--- config.mk ---
export PLATFORM = sky130hd
export DESIGN_NAME = axis_lrelu_engine
export DESIGN_NICKNAME = d
export VERILOG_FILES = /design/src/common/lrelu_pkg.sv /design/src/lrelu/axis_lrelu_engine.sv /design/src/lrelu/lrelu_datapath.sv /design/src/lrelu/lrelu_width_converter.sv /design/src/lrelu/lrelu_config_regs.sv /design/src/axis_reg_slice.sv
export VERILOG_INCLUDE_DIRS = /design/src /design/src/common
export SDC_FILE = /design/constraint.sdc
export NUM_CORES = 2
export LEC_CHECK = 0
export ABC_AREA = 1
export BUFFER_PORTS_ARGS = -buffer_cell sky130_fd_sc_hd__buf_4
export CAP_MARGIN = 15
export CORE_MARGIN = 8
export CORE_UTILIZATION = 40
export CTS_CLUSTER_DIAMETER = 100
export DETAILED_ROUTE_END_ITERATION = 10
export PLACE_DENSITY_LB_ADDON = 0.3
export SKIP_CTS_REPAIR_TIMING = 1
export SYNTH_ARGS = -nofsm -noshare
export SYNTH_HDL_FRONTEND = slang
export SYNTH_SLANG_ARGS = --single-unit
export TNS_END_PERCENT = 50
--- constraint.sdc ---
create_clock -name aclk -period 19.8 [get_ports aclk]
set_input_delay 2.97 -clock aclk [delete_from_list [all_inputs] [get_ports aclk]]
set_output_delay 2.97 -clock aclk [all_outputs]
set_load 0.005 [all_outputs]
--- src/common/lrelu_defines.svh ---
`ifndef LRELU_DEFINES_SVH
`define LRELU_DEFINES_SVH

// lanes in one member word
`define LRELU_LANES 4

// member words packed into one input beat
`define LRELU_MEMBERS 2

// word widths, acc and out are signed, scale is unsigned
`define LRELU_WIDTH_ACC 20
`define LRELU_WIDTH_OUT 8
`define LRELU_WIDTH_SCALE 8
`define LRELU_WIDTH_BIAS 16

// requantization right shift after the multiply-add
`define LRELU_SHIFT 6

// leak for negative values, divides by 8
`define LRELU_ALPHA_SHIFT 3

`endif
--- src/common/lrelu_pkg.sv ---
`default_nettype none
`include "lrelu_defines.svh"

package lrelu_pkg;

    // one accumulator word for each lane of a member
    typedef logic [`LRELU_LANES-1:0][`LRELU_WIDTH_ACC-1:0] lrelu_lane_word_t;

    // config beat layout, scale and bias per lane, upper bits unused
    typedef struct packed {
        logic [`LRELU_MEMBERS*`LRELU_LANES*`LRELU_WIDTH_ACC
               - `LRELU_LANES*(`LRELU_WIDTH_SCALE+`LRELU_WIDTH_BIAS)-1:0] pad;
        logic [`LRELU_LANES-1:0][`LRELU_WIDTH_SCALE-1:0]                  scale;
        logic [`LRELU_LANES-1:0][`LRELU_WIDTH_BIAS-1:0]                   bias;
    } lrelu_cfg_t;

    // same input word seen as data (member 0 in the low bits) or as config
    typedef union packed {
        lrelu_lane_word_t [`LRELU_MEMBERS-1:0] data;
        lrelu_cfg_t                            cfg;
    } lrelu_beat_u;

endpackage

`default_nettype wire

--- src/lrelu/axis_lrelu_engine.sv ---
`timescale 1ns/10ps
`default_nettype none
`include "lrelu_defines.svh"

module axis_lrelu_engine (
    input  logic                                    aclk,
    input  logic                                    reset,
    input  logic                                    s_tvalid,
    output logic                                    s_tready,
    input  lrelu_pkg::lrelu_beat_u                  s_tdata,
    input  logic                                    s_tlast,
    output logic                                    m_tvalid,
    input  logic                                    m_tready,
    output logic [`LRELU_LANES*`LRELU_WIDTH_OUT-1:0] m_tdata,
    output logic                                    m_tlast
);
    import lrelu_pkg::*;

    localparam logic [0:0] MEMBER_LAST = 1'(`LRELU_MEMBERS - 1);

    typedef enum logic [1:0] {
        CONFIG,  // config beats go to the register block
        PASS,    // data beats go to the width converter
        DRAIN    // input held until the tlast beat leaves the converter
    } state_t;

    state_t           state, state_next;
    logic [0:0]       cfg_count;     // which member the next config beat is for
    logic             cfg_we;
    logic             conv_in_valid, conv_in_ready;
    logic             conv_out_valid, conv_out_last;
    logic [0:0]       conv_out_member;
    lrelu_lane_word_t conv_out_word;
    logic             enable;        // slice can take a word, whole pipe moves

    logic [`LRELU_LANES-1:0][`LRELU_WIDTH_SCALE-1:0] scale;
    logic [`LRELU_LANES-1:0][`LRELU_WIDTH_BIAS-1:0]  bias;

    logic                                    dp_valid, dp_last;
    logic [`LRELU_LANES*`LRELU_WIDTH_OUT-1:0] dp_data;

    assign cfg_we = (state == CONFIG) && s_tvalid;  // s_tready is high in CONFIG

    always_comb begin
        state_next    = state;
        s_tready      = 1'b0;
        conv_in_valid = 1'b0;
        case (state)
            CONFIG: begin
                s_tready = 1'b1;
                if (s_tvalid && cfg_count == MEMBER_LAST)
                    state_next = PASS;
            end
            PASS: begin
                conv_in_valid = s_tvalid;
                s_tready      = conv_in_ready;
                if (s_tvalid && conv_in_ready && s_tlast)
                    state_next = DRAIN;
            end
            DRAIN: begin
                // last member of the frame is leaving, safe to take new config
                if (conv_out_valid && conv_out_last && enable)
                    state_next = CONFIG;
            end
            default: state_next = CONFIG;
        endcase
    end

    always_ff @(posedge aclk) begin
        if (reset) begin
            state     <= CONFIG;
            cfg_count <= '0;
        end else begin
            state <= state_next;
            if (cfg_we)
                cfg_count <= (cfg_count == MEMBER_LAST) ? '0 : cfg_count + 1'b1;
        end
    end

    lrelu_config_regs cfg_regs (
        .aclk       (aclk),
        .reset      (reset),
        .cfg_we     (cfg_we),
        .cfg_member (cfg_count),
        .cfg_beat   (s_tdata),
        .rd_member  (conv_out_member),
        .scale      (scale),
        .bias       (bias)
    );

    lrelu_width_converter dw (
        .aclk       (aclk),
        .reset      (reset),
        .in_valid   (conv_in_valid),
        .in_ready   (conv_in_ready),
        .in_beat    (s_tdata),
        .in_last    (s_tlast),
        .enable     (enable),
        .out_valid  (conv_out_valid),
        .out_word   (conv_out_word),
        .out_member (conv_out_member),
        .out_last   (conv_out_last)
    );

    lrelu_datapath engine (
        .aclk      (aclk),
        .reset     (reset),
        .enable    (enable),
        .in_valid  (conv_out_valid),
        .in_word   (conv_out_word),
        .in_last   (conv_out_last),
        .scale     (scale),
        .bias      (bias),
        .out_valid (dp_valid),
        .out_data  (dp_data),
        .out_last  (dp_last)
    );

    axis_reg_slice #(
        .WIDTH (`LRELU_LANES*`LRELU_WIDTH_OUT)
    ) slice (
        .aclk    (aclk),
        .reset   (reset),
        .s_valid (dp_valid),
        .s_ready (enable),
        .s_data  (dp_data),
        .s_last  (dp_last),
        .m_valid (m_tvalid),
        .m_ready (m_tready),
        .m_data  (m_tdata),
        .m_last  (m_tlast)
    );

endmodule

`default_nettype wire

--- src/lrelu/lrelu_datapath.sv ---
`timescale 1ns/10ps
`default_nettype none
`include "lrelu_defines.svh"

module lrelu_datapath (
    input  logic                                    aclk,
    input  logic                                    reset,
    input  logic                                    enable,
    input  logic                                    in_valid,
    input  lrelu_pkg::lrelu_lane_word_t             in_word,
    input  logic                                    in_last,
    input  logic [`LRELU_LANES-1:0][`LRELU_WIDTH_SCALE-1:0] scale,
    input  logic [`LRELU_LANES-1:0][`LRELU_WIDTH_BIAS-1:0]  bias,
    output logic                                    out_valid,
    output logic [`LRELU_LANES*`LRELU_WIDTH_OUT-1:0] out_data,
    output logic                                    out_last
);

    // product of acc and zero-extended scale, plus one bit for the bias add
    localparam int WIDTH_MAC = `LRELU_WIDTH_ACC + `LRELU_WIDTH_SCALE + 2;
    localparam int OUT_MAX   = 2**(`LRELU_WIDTH_OUT-1) - 1;
    localparam int OUT_MIN   = -(2**(`LRELU_WIDTH_OUT-1));

    logic signed [WIDTH_MAC-1:0] mac   [`LRELU_LANES];
    logic signed [WIDTH_MAC-1:0] mac_q [`LRELU_LANES];  // stage 1
    logic                        valid_q, last_q;
    logic [`LRELU_LANES-1:0][`LRELU_WIDTH_OUT-1:0] sat;

    // shift, leak the negatives, clamp to the output range
    function automatic logic [`LRELU_WIDTH_OUT-1:0] requant(
        input logic signed [WIDTH_MAC-1:0] v
    );
        logic signed [WIDTH_MAC-1:0] s;
        s = v >>> `LRELU_SHIFT;
        if (s < 0)
            s = s >>> `LRELU_ALPHA_SHIFT;
        if (s > OUT_MAX)
            s = WIDTH_MAC'(OUT_MAX);
        else if (s < OUT_MIN)
            s = WIDTH_MAC'(OUT_MIN);
        return s[`LRELU_WIDTH_OUT-1:0];
    endfunction

    always_comb begin
        for (int l = 0; l < `LRELU_LANES; l++) begin
            mac[l] = $signed(in_word[l]) * $signed({1'b0, scale[l]}) + $signed(bias[l]);
            sat[l] = requant(mac_q[l]);
        end
    end

    always_ff @(posedge aclk) begin
        if (reset) begin
            valid_q   <= 1'b0;
            out_valid <= 1'b0;
        end else if (enable) begin
            valid_q   <= in_valid;
            out_valid <= valid_q;
        end
    end

    // config is already folded in here, later rewrites do not touch it
    always_ff @(posedge aclk) begin
        if (enable) begin
            for (int l = 0; l < `LRELU_LANES; l++)
                mac_q[l] <= mac[l];
            last_q   <= in_last;
            out_data <= sat;    // stage 2
            out_last <= last_q;
        end
    end

endmodule

`default_nettype wire

--- src/lrelu/lrelu_width_converter.sv ---
`timescale 1ns/10ps
`default_nettype none
`include "lrelu_defines.svh"

module lrelu_width_converter (
    input  logic                        aclk,
    input  logic                        reset,
    input  logic                        in_valid,
    output logic                        in_ready,
    input  lrelu_pkg::lrelu_beat_u      in_beat,
    input  logic                        in_last,
    input  logic                        enable,
    output logic                        out_valid,
    output lrelu_pkg::lrelu_lane_word_t out_word,
    output logic [0:0]                  out_member,
    output logic                        out_last
);
    import lrelu_pkg::*;

    localparam logic [0:0] MEMBER_LAST = 1'(`LRELU_MEMBERS - 1);

    lrelu_beat_u beat_q;       // beat being split
    logic        beat_last_q;  // beat came with tlast
    logic        valid_q;
    logic [0:0]  member_q;     // member currently presented
    logic        final_member;
    logic        accept;

    assign final_member = (member_q == MEMBER_LAST);

    // empty, or the final member leaves this cycle
    assign in_ready = !valid_q || (enable && final_member);
    assign accept   = in_valid && in_ready;

    always_ff @(posedge aclk) begin
        if (reset) begin
            valid_q  <= 1'b0;
            member_q <= '0;
        end else if (accept) begin
            valid_q  <= 1'b1;
            member_q <= '0;  // member 0 goes out first
        end else if (enable && valid_q) begin
            if (final_member)
                valid_q <= 1'b0;
            else
                member_q <= member_q + 1'b1;
        end
    end

    always_ff @(posedge aclk) begin
        if (accept) begin
            beat_q      <= in_beat;
            beat_last_q <= in_last;
        end
    end

    assign out_valid  = valid_q;
    assign out_word   = beat_q.data[member_q];
    assign out_member = member_q;
    assign out_last   = valid_q && beat_last_q && final_member;

endmodule

`default_nettype wire

--- src/lrelu/lrelu_config_regs.sv ---
`timescale 1ns/10ps
`default_nettype none
`include "lrelu_defines.svh"

module lrelu_config_regs (
    input  logic                                    aclk,
    input  logic                                    reset,
    input  logic                                    cfg_we,
    input  logic [0:0]                              cfg_member,
    input  lrelu_pkg::lrelu_beat_u                  cfg_beat,
    input  logic [0:0]                              rd_member,
    output logic [`LRELU_LANES-1:0][`LRELU_WIDTH_SCALE-1:0] scale,
    output logic [`LRELU_LANES-1:0][`LRELU_WIDTH_BIAS-1:0]  bias
);

    // one scale and bias set per member
    logic [`LRELU_LANES-1:0][`LRELU_WIDTH_SCALE-1:0] scale_q [`LRELU_MEMBERS];
    logic [`LRELU_LANES-1:0][`LRELU_WIDTH_BIAS-1:0]  bias_q  [`LRELU_MEMBERS];

    always_ff @(posedge aclk) begin
        if (reset) begin
            for (int m = 0; m < `LRELU_MEMBERS; m++) begin
                scale_q[m] <= '0;
                bias_q[m]  <= '0;
            end
        end else if (cfg_we) begin
            // config view of the beat, lane l of the set for cfg_member
            scale_q[cfg_member] <= cfg_beat.cfg.scale;
            bias_q[cfg_member]  <= cfg_beat.cfg.bias;
        end
    end

    // read side follows the member the converter presents
    assign scale = scale_q[rd_member];
    assign bias  = bias_q[rd_member];

endmodule

`default_nettype wire

--- src/axis_reg_slice.sv ---
`timescale 1ns/10ps
`default_nettype none

module axis_reg_slice #(
    parameter int WIDTH = 32
) (
    input  logic             aclk,
    input  logic             reset,
    input  logic             s_valid,
    output logic             s_ready,
    input  logic [WIDTH-1:0] s_data,
    input  logic             s_last,
    output logic             m_valid,
    input  logic             m_ready,
    output logic [WIDTH-1:0] m_data,
    output logic             m_last
);

    logic             skid_valid;  // second entry holds a word
    logic [WIDTH-1:0] skid_data;
    logic             skid_last;
    logic             main_free;   // main entry empty or leaving

    assign s_ready   = !skid_valid;  // straight from a flop, no path from m_ready
    assign main_free = m_ready || !m_valid;

    always_ff @(posedge aclk) begin
        if (reset) begin
            m_valid    <= 1'b0;
            skid_valid <= 1'b0;
        end else if (!skid_valid) begin
            if (main_free)
                m_valid <= s_valid;
            else if (s_valid)
                skid_valid <= 1'b1;  // stalled, park the word
        end else if (m_ready) begin
            skid_valid <= 1'b0;      // skid moves up, m_valid stays high
        end
    end

    always_ff @(posedge aclk) begin
        if (!skid_valid) begin
            if (main_free) begin
                m_data <= s_data;
                m_last <= s_last;
            end else begin
                skid_data <= s_data;
                skid_last <= s_last;
            end
        end else if (m_ready) begin
            m_data <= skid_data;
            m_last <= skid_last;
        end
    end

endmodule

`default_nettype wire

## Word-level counts from Yosys, hierarchy flattened

Memory sizes are Yosys's and may differ from the RTL's. A register that Yosys moved wholly into a read port is not among the register bits.
Index checks and enable logic that the tools add are counted.

- Bits in registers: 270
- Latch bits: 0
- Bits in writable memories: 312
- ROM bits: 0
- Output and inout port bits: 35
- Memories kept: 3

- Add/subtract/negate cells: 6
- Multipliers: 4
- Div/mod/pow operators: 0
- $lt $le $gt $ge: 13
- Eq/ne operators: 6
- Shifts and indexed selects: 0
- Multiplexer cells: 47
- Bitwise gates (word level): 2
- Reduce and logical (&&, ||, !) cells: 28

Memory list:

| name | words | width | rd ports | clocked after memory_dff | write ports | line | text |
|---|---|---|---|---|---|---|---|
| cfg_regs.bias_q | 2 | 64 | 1 | 1 | 2 | lrelu_config_regs.sv:18 | `` logic [`LRELU_LANES-1:0][`LRELU_WIDTH_BIAS-1:0] bias_q [`LRELU_MEMBERS]; `` |
| engine.mac_q | 4 | 30 | 4 | 0 | 4 | lrelu_datapath.sv:25 | `` logic signed [WIDTH_MAC-1:0] mac_q [`LRELU_LANES]; `` |
| cfg_regs.scale_q | 2 | 32 | 1 | 1 | 2 | lrelu_config_regs.sv:17 | `` logic [`LRELU_LANES-1:0][`LRELU_WIDTH_SCALE-1:0] scale_q [`LRELU_MEMBERS]; `` |

Operators with widths:

| operator | count |
|---|---|
| $mux 80 | 2 |
| $mux 32 | 4 |
| $add 29x16->30 | 4 |
| $mul 20x9->29 | 4 |
| $gt 24x8->1 const B | 4 |
| $lt 24x1->1 const B | 4 |
| $lt 24x8->1 const B | 4 |
| $mux 23 | 4 |
| $mux 64 | 1 |
| $reduce_or 64->1 | 1 |
| $mux 8 | 4 |
| $reduce_or 32->1 | 1 |
| $mux 1 | 27 |
| $logic_and 1x1->1 | 11 |
| $reduce_and 2->1 | 4 |
| $mux 2 | 3 |
| $ne 2x2->1 const B | 3 |
| $pmux 2 s3 | 1 |
| $reduce_bool 2->1 | 3 |
| $logic_not 1->1 | 3 |
| $reduce_and 3->1 | 1 |
| $add 1x1->1 const B | 2 |
| $eq 2x1->1 const B | 1 |
| $eq 2x2->1 const B | 1 |
| other kinds (7) | 9 |

## Longest topological paths before layout

- Depth in word-level cells: 7
- Mapped depth: 30
- Mapped depth without buffers: 26

## Modules after synthesis

From an unflattened synthesis, not the netlist that was laid out.

- Cell total of the unflattened synthesis: 6,204
- Area, all modules: 51,778.4 sq um

By module, submodules not included:

| module | times used | cells an instance | area an instance (sq um) | seq. area each (sq um) |
|---|---|---|---|---|
| lrelu_datapath | 1 | 4,742 | 34,735.8 | 3,943.8 |
| lrelu_config_regs | 1 | 815 | 8,320.5 | 5,765.5 |
| lrelu_width_converter | 1 | 433 | 5,979.5 | 4,874.7 |
| axis_reg_slice | 1 | 188 | 2,571.2 | 2,021.9 |
| axis_lrelu_engine | 1 | 26 | 171.4 | 60.1 |

## Worst setup path before layout

Ideal clock, no wire load.

- Path type: input port to flip-flop
- From: input s_tvalid
- To: register dw.beat_last_q (enable)
- Arrival time: 9,800 ps
- Data required time: 19,112 ps
- Path slack: 9,312 ps
- Stages on the path: 2
- Path buffers: 0
- Path through: nand2_1 -> nor2_1

- Word-level cells in the longest chain between the ends: 2

RTL lines:

| item | line | text |
|---|---|---|
| start, declared | axis_lrelu_engine.sv:8 | `input logic s_tvalid,` |
| $mux 1 | axis_lrelu_engine.sv:48 | `case (state)` |
| $logic_and 1x1->1 | lrelu_width_converter.sv:33 | `assign accept = in_valid && in_ready;` |
| named net dw.accept | lrelu_width_converter.sv:27 | `logic accept;` |
| end signal, assigned | lrelu_width_converter.sv:53 | `beat_last_q <= in_last;` |
| end, declared | lrelu_width_converter.sv:23 | `logic beat_last_q;` |

The timed path passes the listed nets, and every way through them passes these cells.
A chain may end at the register's enable or synchronous reset.

==> run_results.csv <==
group,metric,value,unit
sta,fin_worst_skew,0.0262,ns
global_routing,gr-total-overflow,0,
global_routing,grt_pass1_vias,36787,
sta,fmax,0.141,GHz
clocking,clk_latency,0.65,ns
clocking,cts_made_buffers,68,
logic_synthesis,synth_edf_count,549,
placed_design,portBuffers,199,
sta,slew_violations,0,
min_path,hold_path_class,"reg -> reg",
critical_path,start_kind,"register",
clocking,root_buffer,"clkbuf_16",
logic_synthesis,synthCells,5314,
critical_path,worstSetupPathType,"reg -> reg",
logic_synthesis,synth.area.top_cells,"edfxtp_1 (33%), fa_1 (25%), inv_1 (8.3%)",
global_routing,grt_pass1_wl,214000,um
routing,wl_met2,61300,um
sta,finalSetupTns,0,ns
floorplanning,die-area,0.135,mm2
floorplanning,io_pins,200,
routing,wl_met3,7660,um
finish,antenna_cells,0,
min_path,hp-start,"engine.last_q",
critical_path,critPathLaunch,"dw.out_member",
logic_synthesis,avgSynthCellArea,9.26,um2
sta,rsz0062_at_grt,"false",
logic_synthesis,synthFlopType,"edfxtp_1",
floorplanning,rows,128,
finish,layout-drive-gt1-share,0.105,
routing,drc,0,
critical_path,arrival,7.47,ns
clocking,cts.path.max_buffers,3,
routing,wl_met1,62900,um
clocking,clk_pin_slew,0.07,ns
global_routing,grt_use_total,0.202,
clocking,ctsHtreeMaxLevel,3,
logic_synthesis,yosysWarnings,0,
critical_path,crit_path_end_kind,"register",
logic_synthesis,synth.most_common_cell,"inv_1",
finish,postLayoutCellArea,0.0547,mm2
logic_synthesis,synth_top_area_cell,"edfxtp_1",
finish,fin_cells,7184,
global_routing,antenna_found_initial,2,
logic_synthesis,synth_cell_types,57,
run,cap_viol_max_count,0,
logic_synthesis,netlist_area,0.0492,mm2
routing,vias,35298,
floorplanning,start_util,0.404,
sta,post-route-period-util,0.358,
logic_synthesis,seq_area_frac_synth,0.339,
placed_design,placed_cells,7064,
critical_path,cp_max_fo,54,
routing,dr.pass1.iters,6,
placed_design,dp_hpwl,110000,um
routing,vias_per_cell,4.91,
logic_synthesis,netlist_top_cells_count,"inv_1 (1092), nand2_1 (1030), nor2_1 (709), fa_1 (608), edfxtp_1 (549)",
critical_path,r2r-start,"dw.out_member",
routing,ant_nets,0,
placed_design,dpl_cell_area,0.0526,mm2
finish,syn_to_final_growth,11.2,%
logic_synthesis,ys_ff_latch,559,
floorplanning,die_y,367,um
clocking,cts_tree,"yes",
routing,routed_wl,136000,um
logic_synthesis,syn_nets,6343,
sta,finalSetupViolations,0,
finish,layout.nets,6538,
logic_synthesis,synth_top_area_frac,0.335,
routing,highest_layer,"met4",
sta,timing.hold.ws,0.442,ns
sta,slew_headroom,0.282,
floorplanning,die_w,367,um
clocking,clock-sinks,559,
sta,period_minus_slack,7.10,ns
logic_synthesis,synthArstFlopShare,0,
routing,drt_iter0_markers,2575,
global_routing,grt_max_degree,94,
floorplanning,core_area,0.122,mm2
run_status,outcome,"complete, no violations",
sta,finalHoldViolCount,0,
sta,tightest_slew,1.08,ns
placed_design,place_congestion,0.939,
critical_path,critPathRequiredTime,20.18,ns
routing,wl_per_cell,18.9,um
-- layer usage --
metal  vias up  track usage
met5         -            0
li1      16796            -
met3       190       0.0319
met4         0       0.0587
met2      1009        0.321
met1     17303        0.285
-- final timing paths --
kind / depth (start not counted) / slack [ns] / to
worst max register to register: 21 / 12.70 / engine.mac_q[3][28]
worst min register to register: 0 / 0.44 / engine.out_last
worst min-delay path: 0 / 0.44 / engine.out_last
worst max-delay path: 21 / 12.70 / engine.mac_q[3][28]
-- metrics by stage --
step | setup slack [ns] | util
finish | 12.70 | 0.449
global route | 12.29 | 0.449
CTS | 12.71 | 0.449
detailed placement | 12.72 | 0.431
global placement | 12.71 | 0.431
floorplan | 9.31 | -
-- state kept, by name (all words and copies together), names as in the netlist, 2 cells and up, named ones only --
register / flops
cfg_regs.bias_q: 128
cfg_regs.scale_q: 64
engine.mac_q: 96
slice.m_data: 32
engine.out_data: 32
slice.skid_data: 32
dw.beat_q: 160
state: 2
-- layout by cell type (no fill, tap or decap), drive strengths merged, types with 79 or more instances in the layout --
master	n
inv	1117
nand2	1067
nor2	713
fa	608
edfxtp	549
ha	256
buf	247
o21ai	196
a21oi	149
or2	113
nand3	111
clkbuf	79
-- worst max-delay path: stages, from the launching register on --
cell and delay (ns):
dfxtp_4 0.64, buf_4 0.80, o21ai_0 0.57, inv_1 0.25, nand2_1 0.11, fa_1 0.58
inv_1 0.06, fa_1 0.49, fa_1 0.49, fa_1 0.56, inv_1 0.07, fa_1 0.50
inv_1 0.05, ha_1 0.34, a21oi_1 0.28, o21ai_0 0.20, a21oi_1 0.29, nor2_1 0.08
nor3_1 0.18, nand2_1 0.07, nand2_1 0.06, nand2_1 0.05
-- logic make-up (layout without fill, tap and decap cells) --
logic type	after synthesis	count (layout)	synth area share
flops	559	559	0.339
compound gates	432	432	0.0523
xor+xnor	64	64	0.0117
mux	59	59	0.0120
simple gates	2100	2100	0.175
fa+ha+maj	864	864	0.312
buf+inv	1236	1481	0.0980
-- cell type report --
class / instances / area [um2]
repair buffers: 247 / 1850
inverters: 1114 / 4200
clock inverters: 41 / 310
flip-flops and latches: 559 / 16700
multi-input cells: 3519 / 27800
fillers: 11771 / 67200
well taps: 1625 / 2030
clock buffers: 79 / 1840
Power is not shown: default switching activity piles up to over one toggle a cycle in this logic, so the estimate is an artifact.
